===== src/sound_pkg.sv =====
/* shared widths and mixer register map of the SB16 style mixer slice
   index constants follow the SB Pro / SB16 mixer layout */
`default_nettype none

package sound_pkg;

	// offset inside the 16-byte host I/O window
	typedef logic [3:0] io_addr_t;

	// host data byte
	typedef logic [7:0] host_data_t;

	// mixer register index, written at IO_MIX_INDEX
	typedef logic [7:0] mix_idx_t;

	// volume level, 0 is muted and 31 is full scale
	typedef logic [4:0] vol_t;

	// signed PCM sample
	typedef logic signed [15:0] sample_t;

	// host window offsets
	localparam io_addr_t IO_MIX_INDEX = 4'h4;
	localparam io_addr_t IO_MIX_DATA  = 4'h5;

	// writing any data here resets the mixer levels
	localparam mix_idx_t MIX_RESET = 8'h00;

	// SB Pro packed pairs, left in the high nibble
	localparam mix_idx_t MIX_VOICE_PAIR  = 8'h04;
	localparam mix_idx_t MIX_STEREO      = 8'h0E;
	localparam mix_idx_t MIX_MASTER_PAIR = 8'h22;
	localparam mix_idx_t MIX_FM_PAIR     = 8'h26;
	localparam mix_idx_t MIX_CD_PAIR     = 8'h28;
	localparam mix_idx_t MIX_LINE_PAIR   = 8'h2E;

	// SB16 single registers, 5-bit levels in bits 7..3
	localparam mix_idx_t MIX_SB16_LO = 8'h30;
	localparam mix_idx_t MIX_SB16_HI = 8'h3E;

	// card configuration and interrupt status
	localparam mix_idx_t MIX_IRQ_CFG  = 8'h80;
	localparam mix_idx_t MIX_DMA_CFG  = 8'h81;
	localparam mix_idx_t MIX_IRQ_STAT = 8'h82;

endpackage

`default_nettype wire


===== src/sound_host_port.sv =====
/* host window decode; only offsets 4 and 5 belong to the mixer, the index port
   is write-only, and every other read returns the open-bus value 0xFF */
`timescale 1ns/100ps
`default_nettype none

module sound_host_port (
	input  wire                  clk,
	input  wire                  rst_n,
	input  sound_pkg::io_addr_t  address,
	input  wire                  read,
	input  wire                  write,
	input  wire                  sb_cs,
	input  sound_pkg::host_data_t writedata,
	input  sound_pkg::host_data_t mix_rdata,
	input  wire                  irq8,
	input  wire                  irq16,
	input  wire                  irq_sel_7,
	input  wire                  irq_sel_10,
	output logic                 idx_wr,
	output logic                 data_wr,
	output logic                 data_rd,
	output sound_pkg::host_data_t wr_data,
	output sound_pkg::host_data_t readdata,
	output logic                 rd_valid,
	output logic                 irq_5,
	output logic                 irq_7,
	output logic                 irq_10
);

	import sound_pkg::*;

	localparam host_data_t OPEN_BUS = 8'hFF;

	logic host_rd; // any qualified read
	logic host_wr;
	logic irq_any;

	assign host_rd = read & sb_cs;
	assign host_wr = write & sb_cs;

	// strobes toward the mixer
	assign idx_wr  = host_wr && (address == IO_MIX_INDEX);
	assign data_wr = host_wr && (address == IO_MIX_DATA);
	assign data_rd = host_rd && (address == IO_MIX_DATA);
	assign wr_data = writedata;

	// readback lands one cycle after the strobe
	always_ff @(posedge clk) begin
		if (host_rd)
			readdata <= data_rd ? mix_rdata : OPEN_BUS;
	end

	always_ff @(posedge clk) begin
		if (!rst_n)
			rd_valid <= 1'b0;
		else
			rd_valid <= host_rd;
	end

	// both DSP requests share the one selected line
	assign irq_any = irq8 | irq16;

	assign irq_7  = irq_any & irq_sel_7;
	assign irq_10 = irq_any & irq_sel_10;
	assign irq_5  = irq_any & ~irq_sel_7 & ~irq_sel_10; // default line

endmodule

`default_nettype wire


===== src/sound_mixer_regs.sv =====
/* mixer register bank; a data write at index 0 acts like rst_n and restores every
   level, mask and card setting, and the 0x3x block is hidden in SB Pro mode */
`timescale 1ns/100ps
`default_nettype none

module sound_mixer_regs (
	input  wire                   clk,
	input  wire                   rst_n,
	input  wire                   idx_wr,
	input  wire                   data_wr,
	input  wire                   data_rd,
	input  sound_pkg::host_data_t wr_data,
	input  wire                   irq8,
	input  wire                   irq16,
	output sound_pkg::host_data_t mix_rdata,
	output logic                  irq_sel_7,
	output logic                  irq_sel_10,
	output logic                  sb_pro,
	output sound_pkg::vol_t       vol_voice_l,
	output sound_pkg::vol_t       vol_voice_r,
	output sound_pkg::vol_t       vol_fm_l,
	output sound_pkg::vol_t       vol_fm_r,
	output sound_pkg::vol_t       vol_master_l,
	output sound_pkg::vol_t       vol_master_r,
	output logic [1:0]            vol_spk
);

	import sound_pkg::*;

	localparam vol_t       VOL_FULL  = 5'd31;
	localparam host_data_t SBPRO_ON  = 8'hAD;
	localparam host_data_t SBPRO_OFF = 8'hAE;

	mix_idx_t   idx;
	vol_t       vol_cd_l;
	vol_t       vol_cd_r;
	vol_t       vol_line_l;
	vol_t       vol_line_r;
	logic [4:0] out_en;   // output switches
	logic [6:0] rec_en_l; // record source masks
	logic [6:0] rec_en_r;
	logic       sbp_stereo;
	logic       dma16_en;
	logic       irq_sel_5;
	logic       mix_reset;
	logic       sb16_hit;
	vol_t       pair_l;
	vol_t       pair_r;
	host_data_t pro_mask;
	host_data_t sb16_val;
	host_data_t rdata;

	always_ff @(posedge clk) begin
		if (!rst_n)
			idx <= MIX_RESET;
		else if (idx_wr)
			idx <= wr_data;
	end

	assign mix_reset = data_wr && (idx == MIX_RESET);
	assign sb16_hit  = (idx >= MIX_SB16_LO) && (idx <= MIX_SB16_HI);

	// nibble widened to 5 bits; SB Pro drops the low bit of each nibble
	assign pair_l = sb_pro ? {wr_data[7:5], wr_data[7:6]} : {wr_data[7:4], wr_data[7]};
	assign pair_r = sb_pro ? {wr_data[3:1], wr_data[3:2]} : {wr_data[3:0], wr_data[3]};

	always_ff @(posedge clk) begin
		if (!rst_n || mix_reset) begin
			vol_master_l <= VOL_FULL;
			vol_master_r <= VOL_FULL;
			vol_voice_l  <= VOL_FULL;
			vol_voice_r  <= VOL_FULL;
			vol_fm_l     <= VOL_FULL;
			vol_fm_r     <= VOL_FULL;
			vol_cd_l     <= VOL_FULL;
			vol_cd_r     <= VOL_FULL;
			vol_line_l   <= VOL_FULL;
			vol_line_r   <= VOL_FULL;
			vol_spk      <= 2'd3;
			out_en       <= 5'h1F;
			rec_en_l     <= 7'h15;
			rec_en_r     <= 7'h0B;
			sbp_stereo   <= 1'b0;
		end else if (data_wr) begin
			case (idx)
				MIX_VOICE_PAIR: begin
					vol_voice_l <= pair_l;
					vol_voice_r <= pair_r;
				end
				MIX_STEREO: sbp_stereo <= wr_data[1] & sb_pro; // SB Pro only
				MIX_MASTER_PAIR: begin
					vol_master_l <= pair_l;
					vol_master_r <= pair_r;
				end
				MIX_FM_PAIR: begin
					vol_fm_l <= pair_l;
					vol_fm_r <= pair_r;
				end
				MIX_CD_PAIR: begin
					vol_cd_l <= pair_l;
					vol_cd_r <= pair_r;
				end
				MIX_LINE_PAIR: begin
					vol_line_l <= pair_l;
					vol_line_r <= pair_r;
				end
				default: ;
			endcase

			// SB16 block is invisible in SB Pro mode
			if (sb16_hit && !sb_pro) begin
				case (idx[3:0])
					4'h0: vol_master_l <= wr_data[7:3];
					4'h1: vol_master_r <= wr_data[7:3];
					4'h2: vol_voice_l  <= wr_data[7:3];
					4'h3: vol_voice_r  <= wr_data[7:3];
					4'h4: vol_fm_l     <= wr_data[7:3];
					4'h5: vol_fm_r     <= wr_data[7:3];
					4'h6: vol_cd_l     <= wr_data[7:3];
					4'h7: vol_cd_r     <= wr_data[7:3];
					4'h8: vol_line_l   <= wr_data[7:3];
					4'h9: vol_line_r   <= wr_data[7:3];
					4'hB: vol_spk      <= wr_data[7:6];
					4'hC: out_en       <= wr_data[4:0];
					4'hD: rec_en_l     <= wr_data[6:0];
					4'hE: rec_en_r     <= wr_data[6:0];
					default: ;
				endcase
			end
		end
	end

	// card configuration and mode flag
	always_ff @(posedge clk) begin
		if (!rst_n || mix_reset) begin
			sb_pro     <= 1'b0;
			irq_sel_7  <= 1'b0;
			irq_sel_10 <= 1'b0;
			dma16_en   <= 1'b1;
		end else if (data_wr) begin
			if (idx == MIX_IRQ_CFG) begin
				if (wr_data == SBPRO_ON)
					sb_pro <= 1'b1;
				else if (wr_data == SBPRO_OFF)
					sb_pro <= 1'b0;
				else begin
					irq_sel_10 <= (wr_data[3:2] == 2'b10);
					irq_sel_7  <= (wr_data[3:2] == 2'b01);
				end
			end
			if (idx == MIX_DMA_CFG)
				dma16_en <= wr_data[5];
		end
	end

	assign irq_sel_5 = ~irq_sel_7 & ~irq_sel_10;
	assign pro_mask  = sb_pro ? 8'hEE : 8'hFF;

	// SB16 single registers by low nibble of the index
	always_comb begin
		sb16_val = '0;
		if (sb16_hit) begin
			case (idx[3:0])
				4'h0: sb16_val = {vol_master_l, 3'd0};
				4'h1: sb16_val = {vol_master_r, 3'd0};
				4'h2: sb16_val = {vol_voice_l, 3'd0};
				4'h3: sb16_val = {vol_voice_r, 3'd0};
				4'h4: sb16_val = {vol_fm_l, 3'd0};
				4'h5: sb16_val = {vol_fm_r, 3'd0};
				4'h6: sb16_val = {vol_cd_l, 3'd0};
				4'h7: sb16_val = {vol_cd_r, 3'd0};
				4'h8: sb16_val = {vol_line_l, 3'd0};
				4'h9: sb16_val = {vol_line_r, 3'd0};
				4'hB: sb16_val = {vol_spk, 6'd0};
				4'hC: sb16_val = {3'd0, out_en};
				4'hD: sb16_val = {1'b0, rec_en_l};
				4'hE: sb16_val = {1'b0, rec_en_r};
				default: sb16_val = '0;
			endcase
		end
	end

	always_comb begin
		case (idx)
			MIX_VOICE_PAIR:  rdata = {vol_voice_l[4:1], vol_voice_r[4:1]} & pro_mask;
			MIX_STEREO:      rdata = {6'd0, sbp_stereo, 1'b0};
			MIX_MASTER_PAIR: rdata = {vol_master_l[4:1], vol_master_r[4:1]} & pro_mask;
			MIX_FM_PAIR:     rdata = {vol_fm_l[4:1], vol_fm_r[4:1]} & pro_mask;
			MIX_CD_PAIR:     rdata = {vol_cd_l[4:1], vol_cd_r[4:1]} & pro_mask;
			MIX_LINE_PAIR:   rdata = {vol_line_l[4:1], vol_line_r[4:1]} & pro_mask;
			MIX_IRQ_CFG:     rdata = {4'h0, irq_sel_10, irq_sel_7, irq_sel_5, 1'b0};
			MIX_DMA_CFG:     rdata = {2'b00, dma16_en, 1'b0, 4'h2}; // DMA 5 and 1
			MIX_IRQ_STAT:    rdata = {6'd0, irq16, irq8};
			default:         rdata = sb16_val;
		endcase
		if (sb_pro && (idx >= MIX_SB16_LO))
			rdata = '0;
	end

	// bus stays quiet between reads
	assign mix_rdata = data_rd ? rdata : '0;

endmodule

`default_nettype wire


===== src/sound_volume_mix.sv =====
/* two-stage output mixer, no back-pressure; volumes are sampled in stage one,
   so a level change applies to the next sample entering */
`timescale 1ns/100ps
`default_nettype none

module sound_volume_mix (
	input  wire                clk,
	input  wire                rst_n,
	input  wire                sample_in_valid,
	input  sound_pkg::sample_t dsp_l,
	input  sound_pkg::sample_t dsp_r,
	input  sound_pkg::sample_t fm_l,
	input  sound_pkg::sample_t fm_r,
	input  sound_pkg::vol_t    vol_voice_l,
	input  sound_pkg::vol_t    vol_voice_r,
	input  sound_pkg::vol_t    vol_fm_l,
	input  sound_pkg::vol_t    vol_fm_r,
	output sound_pkg::sample_t sample_l,
	output sound_pkg::sample_t sample_r,
	output logic               sample_out_valid
);

	import sound_pkg::*;

	sample_t dsp_s1_l;
	sample_t dsp_s1_r;
	sample_t fm_s1_l;
	sample_t fm_s1_r;
	logic    s1_valid;

	// 6 dB per step of the upper four volume bits, 0 mutes
	function automatic sample_t scale(input sample_t s, input vol_t v);
		logic [3:0] shamt;
		shamt = 4'd15 - v[4:1];
		if (v == '0)
			return '0;
		return s >>> shamt;
	endfunction

	// stage one, scale
	always_ff @(posedge clk) begin
		if (sample_in_valid) begin
			dsp_s1_l <= scale(dsp_l, vol_voice_l);
			dsp_s1_r <= scale(dsp_r, vol_voice_r);
			fm_s1_l  <= scale(fm_l, vol_fm_l);
			fm_s1_r  <= scale(fm_r, vol_fm_r);
		end
	end

	// stage two, halve both sources so the sum cannot overflow
	always_ff @(posedge clk) begin
		if (s1_valid) begin
			sample_l <= (dsp_s1_l >>> 1) + (fm_s1_l >>> 1);
			sample_r <= (dsp_s1_r >>> 1) + (fm_s1_r >>> 1);
		end
	end

	always_ff @(posedge clk) begin
		if (!rst_n) begin
			s1_valid         <= 1'b0;
			sample_out_valid <= 1'b0;
		end else begin
			s1_valid         <= sample_in_valid;
			sample_out_valid <= s1_valid;
		end
	end

endmodule

`default_nettype wire


===== src/sound_top.sv =====
/* mixer and host-port slice; DSP, FM and DMA sit outside and feed samples and
   IRQ levels in on clk, strobes are single-cycle without back-pressure */
`timescale 1ns/100ps
`default_nettype none

module sound_top (
	input  wire                   clk,
	input  wire                   rst_n,
	input  sound_pkg::io_addr_t   address,
	input  wire                   read,
	input  wire                   write,
	input  sound_pkg::host_data_t writedata,
	input  wire                   sb_cs,
	input  wire                   irq8,
	input  wire                   irq16,
	input  sound_pkg::sample_t    dsp_l,
	input  sound_pkg::sample_t    dsp_r,
	input  sound_pkg::sample_t    fm_l,
	input  sound_pkg::sample_t    fm_r,
	input  wire                   sample_in_valid,
	output sound_pkg::host_data_t readdata,
	output wire                   rd_valid,
	output wire                   irq_5,
	output wire                   irq_7,
	output wire                   irq_10,
	output sound_pkg::sample_t    sample_l,
	output sound_pkg::sample_t    sample_r,
	output wire                   sample_out_valid,
	output sound_pkg::vol_t       vol_l,
	output sound_pkg::vol_t       vol_r,
	output wire [1:0]             vol_spk
);

	import sound_pkg::*;

	wire        idx_wr;
	wire        data_wr;
	wire        data_rd;
	host_data_t wr_data;
	host_data_t mix_rdata;
	wire        irq_sel_7;
	wire        irq_sel_10;
	vol_t       vol_voice_l;
	vol_t       vol_voice_r;
	vol_t       vol_fm_l;
	vol_t       vol_fm_r;

	sound_host_port u_host_port (
		.clk        (clk),
		.rst_n      (rst_n),
		.address    (address),
		.read       (read),
		.write      (write),
		.sb_cs      (sb_cs),
		.writedata  (writedata),
		.mix_rdata  (mix_rdata),
		.irq8       (irq8),
		.irq16      (irq16),
		.irq_sel_7  (irq_sel_7),
		.irq_sel_10 (irq_sel_10),
		.idx_wr     (idx_wr),
		.data_wr    (data_wr),
		.data_rd    (data_rd),
		.wr_data    (wr_data),
		.readdata   (readdata),
		.rd_valid   (rd_valid),
		.irq_5      (irq_5),
		.irq_7      (irq_7),
		.irq_10     (irq_10)
	);

	sound_mixer_regs u_mixer_regs (
		.clk          (clk),
		.rst_n        (rst_n),
		.idx_wr       (idx_wr),
		.data_wr      (data_wr),
		.data_rd      (data_rd),
		.wr_data      (wr_data),
		.irq8         (irq8),
		.irq16        (irq16),
		.mix_rdata    (mix_rdata),
		.irq_sel_7    (irq_sel_7),
		.irq_sel_10   (irq_sel_10),
		.sb_pro       (),       // mode flag is for the DSP, outside this slice
		.vol_voice_l  (vol_voice_l),
		.vol_voice_r  (vol_voice_r),
		.vol_fm_l     (vol_fm_l),
		.vol_fm_r     (vol_fm_r),
		.vol_master_l (vol_l),  // master goes straight to the codec
		.vol_master_r (vol_r),
		.vol_spk      (vol_spk)
	);

	sound_volume_mix u_volume_mix (
		.clk              (clk),
		.rst_n            (rst_n),
		.sample_in_valid  (sample_in_valid),
		.dsp_l            (dsp_l),
		.dsp_r            (dsp_r),
		.fm_l             (fm_l),
		.fm_r             (fm_r),
		.vol_voice_l      (vol_voice_l),
		.vol_voice_r      (vol_voice_r),
		.vol_fm_l         (vol_fm_l),
		.vol_fm_r         (vol_fm_r),
		.sample_l         (sample_l),
		.sample_r         (sample_r),
		.sample_out_valid (sample_out_valid)
	);

endmodule

`default_nettype wire


===== config.mk =====
export PLATFORM = sky130hd
export DESIGN_NAME = sound_top
export DESIGN_NICKNAME = d
export VERILOG_FILES = /design/src/sound_pkg.sv /design/src/sound_host_port.sv /design/src/sound_mixer_regs.sv /design/src/sound_volume_mix.sv /design/src/sound_top.sv
export SDC_FILE = /design/constraint.sdc
export NUM_CORES = 1
export LEC_CHECK = 0
export BUFFER_PORTS_ARGS = -buffer_cell sky130_fd_sc_hd__buf_2
export CORE_ASPECT_RATIO = 0.5
export CORE_MARGIN = 1
export CORE_UTILIZATION = 64
export DETAILED_ROUTE_END_ITERATION = 8
export PLACE_DENSITY = 0.95
export SLEW_MARGIN = 15
export SYNTH_ARGS = -nofsm -noshare
export SYNTH_HDL_FRONTEND = slang
export SYNTH_HIERARCHICAL = 1
export SYNTH_SLANG_ARGS = --single-unit

===== constraint.sdc =====
create_clock -name clk -period 5.6 [get_ports clk]
set_clock_uncertainty 0.2 [all_clocks]
set_input_delay 0 -clock clk [delete_from_list [all_inputs] [get_ports clk]]
set_output_delay 0 -clock clk [all_outputs]
set_load 0.005 [all_outputs]

### Word-level counts from Yosys, hierarchy flattened

Index checks and enable logic that the tools add are counted.

| word-level totals | value |
|---|---|
| bits in registers | 191 |
| output and inout bits | 57 |
| word-level logic and storage cells | 168 |

| cells by class | value |
|---|---|
| reduce and logical (&&, ||, !) cells | 25 |
| shift-type cells | 4 |
| eq/ne operators | 28 |
| $add $sub $neg | 6 |
| magnitude comparators | 2 |
| mux-type cells | 55 |
| bitwise operators | 18 |

Operators with widths:

| kind | count |
|---|---|
| $mux 5 | 31 |
| $mux 16 | 8 |
| $pmux 8 s14 | 1 |
| $pmux 8 s9 | 1 |
| $sshr 16x4->16 | 4 |
| $and 8x8->8 | 5 |
| $eq 8x8->1 const B | 5 |
| $add 15x15->16 | 2 |
| $eq 8x6->1 const B | 4 |
| $eq 4x3->1 const B | 6 |
| $eq 4x4->1 const B | 6 |
| $logic_not 5->1 | 4 |
| $mux 8 | 2 |
| $sub 4x4->4 const A | 4 |
| $reduce_and 3->1 | 5 |
| $mux 1 | 10 |
| $and 1x1->1 | 8 |
| $eq 4x2->1 const B | 2 |
| $eq 8x3->1 const B | 1 |
| $eq 8x4->1 const B | 1 |
| $ge 8x6->1 const B | 1 |
| $le 8x6->1 const B | 1 |
| $logic_not 8->1 | 1 |
| $logic_and 1x1->1 | 7 |
| other kinds (12) | 18 |

### Longest topological paths before layout

Gate-level depths: netlist of the first run.

| logic depth | value |
|---|---|
| depth in word-level cells | 5 |
| mapped depth | 9 |

### By module

Netlist of the first run, hierarchy kept.

By module, submodules not included:

| module | area an instance (sq um) | times used | cells each | sequential area each (sq um) |
|---|---|---|---|---|
| sound_volume_mix | 6851.6 | 1 | 614 | 2802.7 |
| sound_mixer_regs | 5037.3 | 1 | 582 | 1681.6 |
| sound_host_port | 470.5 | 1 | 38 | 260.2 |

### Worst setup path before layout of the first run

Ideal clock, no wire load.

| timing | value |
|---|---|
| path kind | register to register |
| start | reg u_mixer_regs.idx[2] |
| end | reg u_host_port.readdata[7], data pin |
| path slack | 3237 ps |
| data arrival time | 1895 ps |
| cell stages (with the launch flop) | 9 |
| clock period less this slack | 2363 ps |
| buffers on the path | 2 |
| cell sequence | dfxtp_1 -> buf_2 -> buf_2 -> mux2_2 -> o211ai_1 -> a31oi_1 -> a2111oi_0 -> o22ai_1 -> nand3b_1 |

| between the ends | value |
|---|---|
| word-level cells in the longest chain between the ends | 5 |
| elaborated cells between the ends (all ways) | 31 |

RTL lines:

| element | RTL line | RTL |
|---|---|---|
| from (decl) | sound_mixer_regs.sv:34 | `mix_idx_t idx;` |
| from (signal assigned) | sound_mixer_regs.sv:57 | `idx <= wr_data;` |
| $ge 8x6->1 (tied with other cells) | sound_mixer_regs.sv:61, sound_mixer_regs.sv:196 |  |
| $logic_and 1x1->1 or $pmux 8 s14 (tied branches) | sound_mixer_regs.sv:61, sound_mixer_regs.sv:163 |  |
| $mux 8 | sound_mixer_regs.sv:162 | `if (sb16_hit) begin` |
| $pmux 8 s9 | sound_mixer_regs.sv:184 | `case (idx)` |
| $mux 8 * | sound_mixer_regs.sv:196 | `if (sb_pro && (idx >= MIX_SB16_LO))` |
| via mix_rdata[7] | sound_top.sv:40 | `host_data_t mix_rdata;` |
| to (signal assigned) | sound_host_port.sv:50 | `readdata <= data_rd ? mix_rdata : OPEN_BUS;` |
| to (decl) | sound_host_port.sv:23 | `output sound_pkg::host_data_t readdata,` |

Mark *: on every way through the listed nets, which the timed path passes. The rest lies on a longest branch.
A chain may end at the register's enable or synchronous reset.

### Worst setup path after layout of the first run

| timing | value |
|---|---|
| start | reg u_mixer_regs.idx[2] |
| end | reg u_host_port.readdata[0], data pin |

The elaborated chain is that of the path after synthesis.

==> run_results.csv, run 1 <==
group,metric,value,unit
detailed_routing,drc,0,
synthesis,ys.flop_type,"edfxtp_1",
layout,diodes,0,
global_route,antenna_found_initial,0,
placement,io_buffer_count,136,
sta,min_period,3880,ps
synthesis,postSynthCellCount,1234,
pwr,p_leak,5.53,nW
worst_setup_path,cp_slowest_stage_delay,860,ps
synthesis,yosysMostFrequentCell,"nand2_1",
worst_hold_path,worstHoldPathType,"in2reg",
detailed_routing,routed_via_density,6.98,
sta,setup_ws,1720,ps
layout,area_growth_syn_to_layout,12.3,%
sta,tightestPinTransition,1140,ps
worst_setup_path,cp-end-kind,"flop",
worst_setup_path,critPathTopFamily,"simple AND/OR/NAND/NOR gates",
clock_tree,cts_setup_buffers,0,
sta,relSlewSlack,23.9,%
clock_tree,cts_buffers,17,
worst_setup_path,cp_num_buf_inv,2,
global_route,track_usage,37.9,%
worst_setup_path,critPathMaxFanout,41,
floorplanning,die_w,199,µm
worst_setup_path,critPathKind,"reg2reg",
synthesis,async_flop_share,0,%
sta,clock.fmax,0.258,GHz
placement,place_congestion,1.00,
synthesis,yosys-top-cells-count,"105 x nand2_1, 100 x edfxtp_1, 97 x a21oi_1, 95 x mux2i_1, 87 x dfxtp_1",
pwr,vdd_drop_max,0.209,mV
clock_tree,cts_tree,"built",
sta,tns,0,ps
worst_setup_path,path_cells,"buf_4, or4b_4, nor3_2, a22o_1, o21ai_1, a311oi_1, nand3b_1, dlygate4sd3_1",
global_route,grt_overflow,0,
pwr,p_int,2.35,mW
floorplanning,core_area,0.0187,mm²
worst_setup_path,crit_path_start_kind,"flop",
worst_setup_path,crit_path_top_delay_cell,"nor3_2",
sta,hold_violations,0,
pwr,p_switching,831,µW
detailed_routing,drt_iter0_drc,1412,
placement,dp_hpwl,25100,µm
detailed_routing,vias,11194,
synthesis,synth_top_area_cell,"edfxtp_1",
floorplanning,num_io_pins,141,
run_status,status,"complete, no violations",
flow_run,cap_violations,0,
sta,rsz0062_at_grt,"false",
pwr,power_frac_clock,38.3,%
synthesis,yosys_warnings,6,
clock_tree,cts_hold_buf,34,
synthesis,synth.distinct_cells,94,
sta,timing.hold.ws,20.2,ps
detailed_routing,wirelength,37400,µm
sta,maxSlewViolCount,0,
global_route,grt_pass1_vias,10520,
sta,timing.final.crit_share,69.3,%
synthesis,synth_area_leaders,"edfxtp_1 24%, dfxtp_1 14%, mux2i_1 7.7%",
global_route,grt_first_pass_wirelength,57900,µm
floorplanning,die_h,100,µm
clock_tree,clk_pin_slew,70,ps
floorplanning,rows,35,
clock_tree,root_buffer,"clkbuf_16",
placement,post-place-ws,2430,ps
placement,dpl.cell_count,1537,
layout,drive_gt1_share,21.2,%
detailed_routing,dr.pass1.iters,6,
synthesis,syn_area_per_cell,10.0,µm²
layout,finalNetCount,1447,
layout,finalNonFillerCells,1603,
detailed_routing,post_drt_wl_per_cell,23.3,µm
clock_tree,cts.sinks,187,
clock_tree,htreeDepth,4,
floorplanning,initial_utilization,66.3,%
synthesis,ys_seq_elements,187,
global_route,grt_max_degree,62,
clock_tree,clkLatencyLatePin,440,ps
synthesis,synth_edf_count,100,
clock_tree,cts_buffer_depth,2,
clock_tree,cts-resized-gates,0,
worst_setup_path,crit_arrival,3980,ps
pwr,p_seq_share,47.9,%
floorplanning,die-area,0.0199,mm²
pwr,swShare,26.1,%
worst_setup_path,crit_required,5700,ps
pwr,power-per-cell-area,229,mW/mm²
layout,fin_util,74.4,%
synthesis,yosysSeqAreaShare,38.4,%
pwr,pwr-share-comb,13.7,%
detailed_routing,antenna_left,0,
synthesis,syn-cell-area,0.0124,mm²
sta,finalSetupViolCount,0,
synthesis,synthesis.nets,1350,
synthesis,synth_top_area_share,24.3,%
kinds of logic after synthesis:
logic type	count (synthesis)	synth area share [%]
compound gates	375	19.9
xor+xnor	23	1.63
fa+ha+maj	32	3.36
buf+inv	122	4.78
flops	187	38.4
mux	160	16.5
simple gates	335	15.5
worst min-delay path: cells and delay by family:
kind / cells / cell delay [ps]
AO/OA/AOI/OAI: 2 / 290
buffers and inverters: 1 / 110
AND/OR/NAND/NOR: 1 / 80
multiplexers: 1 / 70
cell type report:
cell class                      instances  area [µm²]
Sequential cell                       187        4750
Multi-Input combinational cell        925        7040
Clock buffer                           20         500
Clock inverter                         12        96.3
Tap cell                              259         324
Fill cell                            1245        4770
Inverter                               18        67.6
Timing Repair Buffer                  182        1110
sequential cells by signal, summed over array words and instances, names as in the netlist, 7 cells and up:
name	flops
u_volume_mix/dsp_s1_l	15
u_volume_mix/sample_l	16
u_mixer_regs/rec_en_r	7
u_mixer_regs/rec_en_l	7
u_mixer_regs/idx	8
u_volume_mix/fm_s1_l	15
u_host_port/readdata	8
u_volume_mix/sample_r	16
u_volume_mix/dsp_s1_r	15
u_volume_mix/fm_s1_r	15
through the flow:
step | area, µm² | power [mW]
after floorplan | 12400 | 1.82
after global placement | 12900 | 1.93
after detailed placement | 12900 | 1.96
after CTS | 13900 | 3.18
after global routing | 13900 | 3.28
final | 13900 | 3.18
path summary, 6_finish.rpt:
path	end	slack [ps]	startpoint	cells after the start
worst max-delay path	u_host_port/readdata[0]$_SDFFCE_PN1P_	1720	u_mixer_regs/idx[2]$_SDFFE_PN0P_	8
worst max register to register	u_host_port/readdata[0]$_SDFFCE_PN1P_	1720	u_mixer_regs/idx[2]$_SDFFE_PN0P_	8
worst min register to register	u_mixer_regs/dma16_en$_SDFFE_PP1P_	280	u_mixer_regs/dma16_en$_SDFFE_PP1P_	2
worst min-delay path	u_volume_mix/fm_s1_l[5]$_SDFFCE_PN0P_	20	fm_l[13]	5
cells in the final DEF, fill, tap and decap left out, types with 20 or more instances in the layout:
cell / netlist / routed
nand2_1: 105 / 105
clkbuf_16: 0 / 20
a221o_1: 21 / 21
dlygate4sd3_1: 0 / 34
ha_1: 30 / 30
nor2_1: 49 / 49
mux2_2: 35 / 35
o21ai_0: 83 / 83
a22oi_1: 35 / 35
a21oi_1: 97 / 97
nor2b_1: 23 / 23
buf_2: 34 / 136
mux2i_1: 95 / 95
nand3_1: 23 / 23
edfxtp_1: 100 / 100
dfxtp_1: 87 / 86
mux4_2: 26 / 26
per-layer routing:
layer  vias to the layer above  routed length, µm  share of wire, %  GRT usage (%)
li1                       4958                  -                 -              -
met1                      5258              14600                39           50.0
met2                       812              17100                46           61.8
met3                       166               4250                11           7.66
met4                         0               1440               3.8           15.2
met5                         -                  0                 0              0
power groups by stage:
stage,Clock [mW],Sequential (mW),Combinational (mW)
after floorplan,0,1.56,0.258
after global placement,0,1.55,0.380
after detailed placement,0,1.56,0.401
after CTS,1.23,1.53,0.423
after global routing,1.28,1.53,0.468
final,1.22,1.53,0.438
No activity file was read; power rests on OpenSTA's default activity.
==> run 2: changes to the inputs <==
ABC_AREA = 1   (was unset)
CORE_UTILIZATION = 60   (was 64)
PLACE_DENSITY = 0.9   (was 0.95)
clock period = 3.7 ns   (was 5.6 ns; I/O delays follow)
==> run 2 against run 1 <==
  * Sequential power up 53%
  * Count of clock-buffer cells in the layout shrank 3
  * Wire length up 2.2%
  * Critical path type is now in2reg
  * Largest cell class unchanged
  * Core utilization down 4.2 points
  * Flip-flop and latch count is the same
  * Design area rose by 6.1%
  * Critical path depth grew 3
  * Clock power is 46% higher
==> run_results.csv, run 2 <==
group,metric,value,unit
worst_setup_path,crit_path_top_delay_cell,"dlygate4sd3_1",
worst_setup_path,critPathKind,"in2reg",
sta,min_period,3540,ps
sta,timing.final.crit_share,95.8,%
worst_setup_path,cp_num_buf_inv,7,
floorplanning,num_io_pins,141,
clock_tree,cts-resized-gates,0,
clock_tree,clk_pin_slew,80,ps
layout,finalNetCount,2201,
placement,io_buffer_count,136,
synthesis,yosysSeqAreaShare,36.1,%
clock_tree,clkLatencyLatePin,460,ps
sta,tightestPinTransition,1060,ps
synthesis,syn_area_per_cell,6.69,µm²
worst_setup_path,crit_required,3910,ps
synthesis,async_flop_share,0,%
detailed_routing,drc,0,
sta,finalSetupViolCount,0,
layout,fillCellCount,1794,
worst_setup_path,crit_arrival,3760,ps
global_route,grt_max_degree,60,
clock_tree,cts_buffers,17,
worst_hold_path,worstHoldPathType,"in2reg",
clock_tree,cts.sinks,187,
worst_setup_path,crit_top_cell,"dlygate4sd3_1",
global_route,grt_pass1_vias,11636,
global_route,track_usage,34.3,%
detailed_routing,wirelength,38200,µm
detailed_routing,routed_via_density,5.70,
layout,fin_util,70.2,%
synthesis,synthesis.nets,2079,
layout,drive_gt1_share,12.2,%
layout,area_growth_syn_to_layout,12.2,%
sta,tns,0,ps
floorplanning,initial_utilization,62.6,%
sta,maxSlewViolCount,0,
placement,place_congestion,1.05,
clock_tree,root_buffer,"clkbuf_16",
sta,clock.fmax,0.282,GHz
sta,rsz0062_at_grt,"false",
floorplanning,die-area,0.0225,mm²
global_route,antenna_found_initial,2,
worst_setup_path,critPathMaxFanout,16,
detailed_routing,post_drt_wl_per_cell,16.0,µm
synthesis,synth_top_area_share,22.9,%
worst_setup_path,cp_slowest_stage_delay,610,ps
synthesis,ys.flop_type,"edfxtp_1",
global_route,grt_overflow,0,
clock_tree,cts_hold_buf,51,
layout,final_common_cell,"nand2_1",
synthesis,postSynthCellCount,1963,
synthesis,synth.distinct_cells,47,
detailed_routing,drt_iter0_drc,1685,
floorplanning,rows,37,
synthesis,ys_seq_elements,187,
sta,hold_violations,0,
synthesis,yosys-top-cells-count,"727 x nand2_1, 308 x nand3_1, 152 x inv_1, 119 x nor2_1, 106 x a21oi_1",
clock_tree,htreeDepth,4,
floorplanning,die_w,211,µm
clock_tree,cts_tree,"built",
worst_setup_path,critPathTopFamily,"buffers and inverters",
synthesis,synth_top_area_cell,"edfxtp_1",
run_status,status,"complete, no violations",
global_route,grt_first_pass_wirelength,59700,µm
layout,largestRegisters,"u_volume_mix/sample_l (16), u_volume_mix/sample_r (16)",
synthesis,synth_edf_count,100,
flow_run,cap_violations,0,
worst_setup_path,path_cells,"dlygate4sd3_1, buf_2, nand2_1, dlygate4sd3_1, nor3_1, dlygate4sd3_1, buf_4, o21ai_0, dlygate4sd3_1, a21oi_1, dlygate4sd3_1",
layout,mostFrequentLayoutCells,"727 x nand2_1, 308 x nand3_1, 152 x inv_1",
floorplanning,core_area,0.0210,mm²
clock_tree,cts_setup_buffers,0,
worst_setup_path,crit_path_start_kind,"input pin",
synthesis,yosys_warnings,6,
sta,timing.hold.ws,32.3,ps
worst_setup_path,cp-end-kind,"flop",
synthesis,yosysMostFrequentCell,"nand2_1",
detailed_routing,antenna_left,0,
detailed_routing,vias,13632,
pwr,vdd_drop_max,0.398,mV
detailed_routing,dr.pass1.iters,6,
pwr,p_leak,7.18,nW
clock_tree,cts_buffer_depth,2,
pwr,power-per-cell-area,332,mW/mm²
floorplanning,die_h,107,µm
synthesis,syn-cell-area,0.0131,mm²
synthesis,synth_area_leaders,"edfxtp_1 23%, nand2_1 21%, dfxtp_1 13%",
placement,dp_hpwl,27300,µm
sta,relSlewSlack,28.8,%
-- run 2: layout make-up --
class / instances / area (µm²) / share of cell area (%)
clock buffers: 17 / 425 / 2.89
multi-input cells: 1507 / 7100 / 48.2
well taps: 292 / 365 / 2.48
inverters: 175 / 677 / 4.60
clock inverters: 15 / 145 / 0.985
repair buffers: 197 / 1270 / 8.60
diodes: 2 / 5.00 / 0.0340
flip-flops and latches: 187 / 4740 / 32.2
-- run 2: path summary, 6_finish.rpt --
| check | from | end | slack, ps | cells past startpoint |
|---|---|---|---|---|
| worst max-delay path | write | u_mixer_regs/idx[0]$_SDFFE_PN0P_ | 160 | 11 |
| worst min-delay path | fm_l[2] | u_volume_mix/fm_s1_l[2]$_SDFFCE_PN0P_ | 30 | 7 |
| worst max register to register | u_mixer_regs/vol_fm_r[1]$_SDFFE_PP1P_ | u_volume_mix/fm_s1_r[5]$_SDFFCE_PN0P_ | 540 | 9 |
| worst min register to register | u_mixer_regs/rec_en_r[1]$_SDFFE_PP1P_ | u_mixer_regs/rec_en_r[1]$_SDFFE_PP1P_ | 270 | 2 |
-- run 2: metal layers --
layer  up-vias  track usage (%)  share of wire [%]
li1       6683                -                  -
met4         0             14.9                3.3
met1      6094             46.0                 42
met5         -                0                  0
met3        96             8.20                 11
met2       759             52.9                 44
-- run 2: cells by family (layout without fill, tap and decap cells) --
kind of cell / Yosys count / count (layout) / synth area share [%]
adders and majority gates: 32 / 32 / 3.16
and+or+nand+nor: 1235 / 1235 / 40.3
buffers and inverters: 269 / 404 / 9.83
AOI/OAI and AO/OA: 226 / 226 / 9.62
DFF: 187 / 187 / 36.1
other: 0 / 2 / 0
xor gates and xnor gates: 14 / 14 / 0.934
-- run 2: power breakdown --
group | leakage, nW | switching, mW | total (mW) | internal, mW
clock network | 0.282 | 0.884 | 1.78 | 0.895
registers | 1.68 | 0.0385 | 2.34 | 2.30
logic | 5.22 | 0.479 | 0.768 | 0.289
-- run 2: tightest hold or removal path: stages --
cell and delay [ps]:
buf_2 100, inv_1 60, nand2_1 50, nand3_1 90
nand3_1 80, nand3_1 70, a21oi_1 70
-- run 2: metrics by stage --
stage	power (mW)	instance area, µm²	setup slack, ps	instances
final	4.88	14700	156	2392
after global routing	5.08	14700	62.7	2392
after detailed placement	3.09	13600	1150	2307
after floorplan	2.85	13100	1670	1963
after global placement	3.07	13600	1180	2307
after CTS	4.89	14700	401	2390
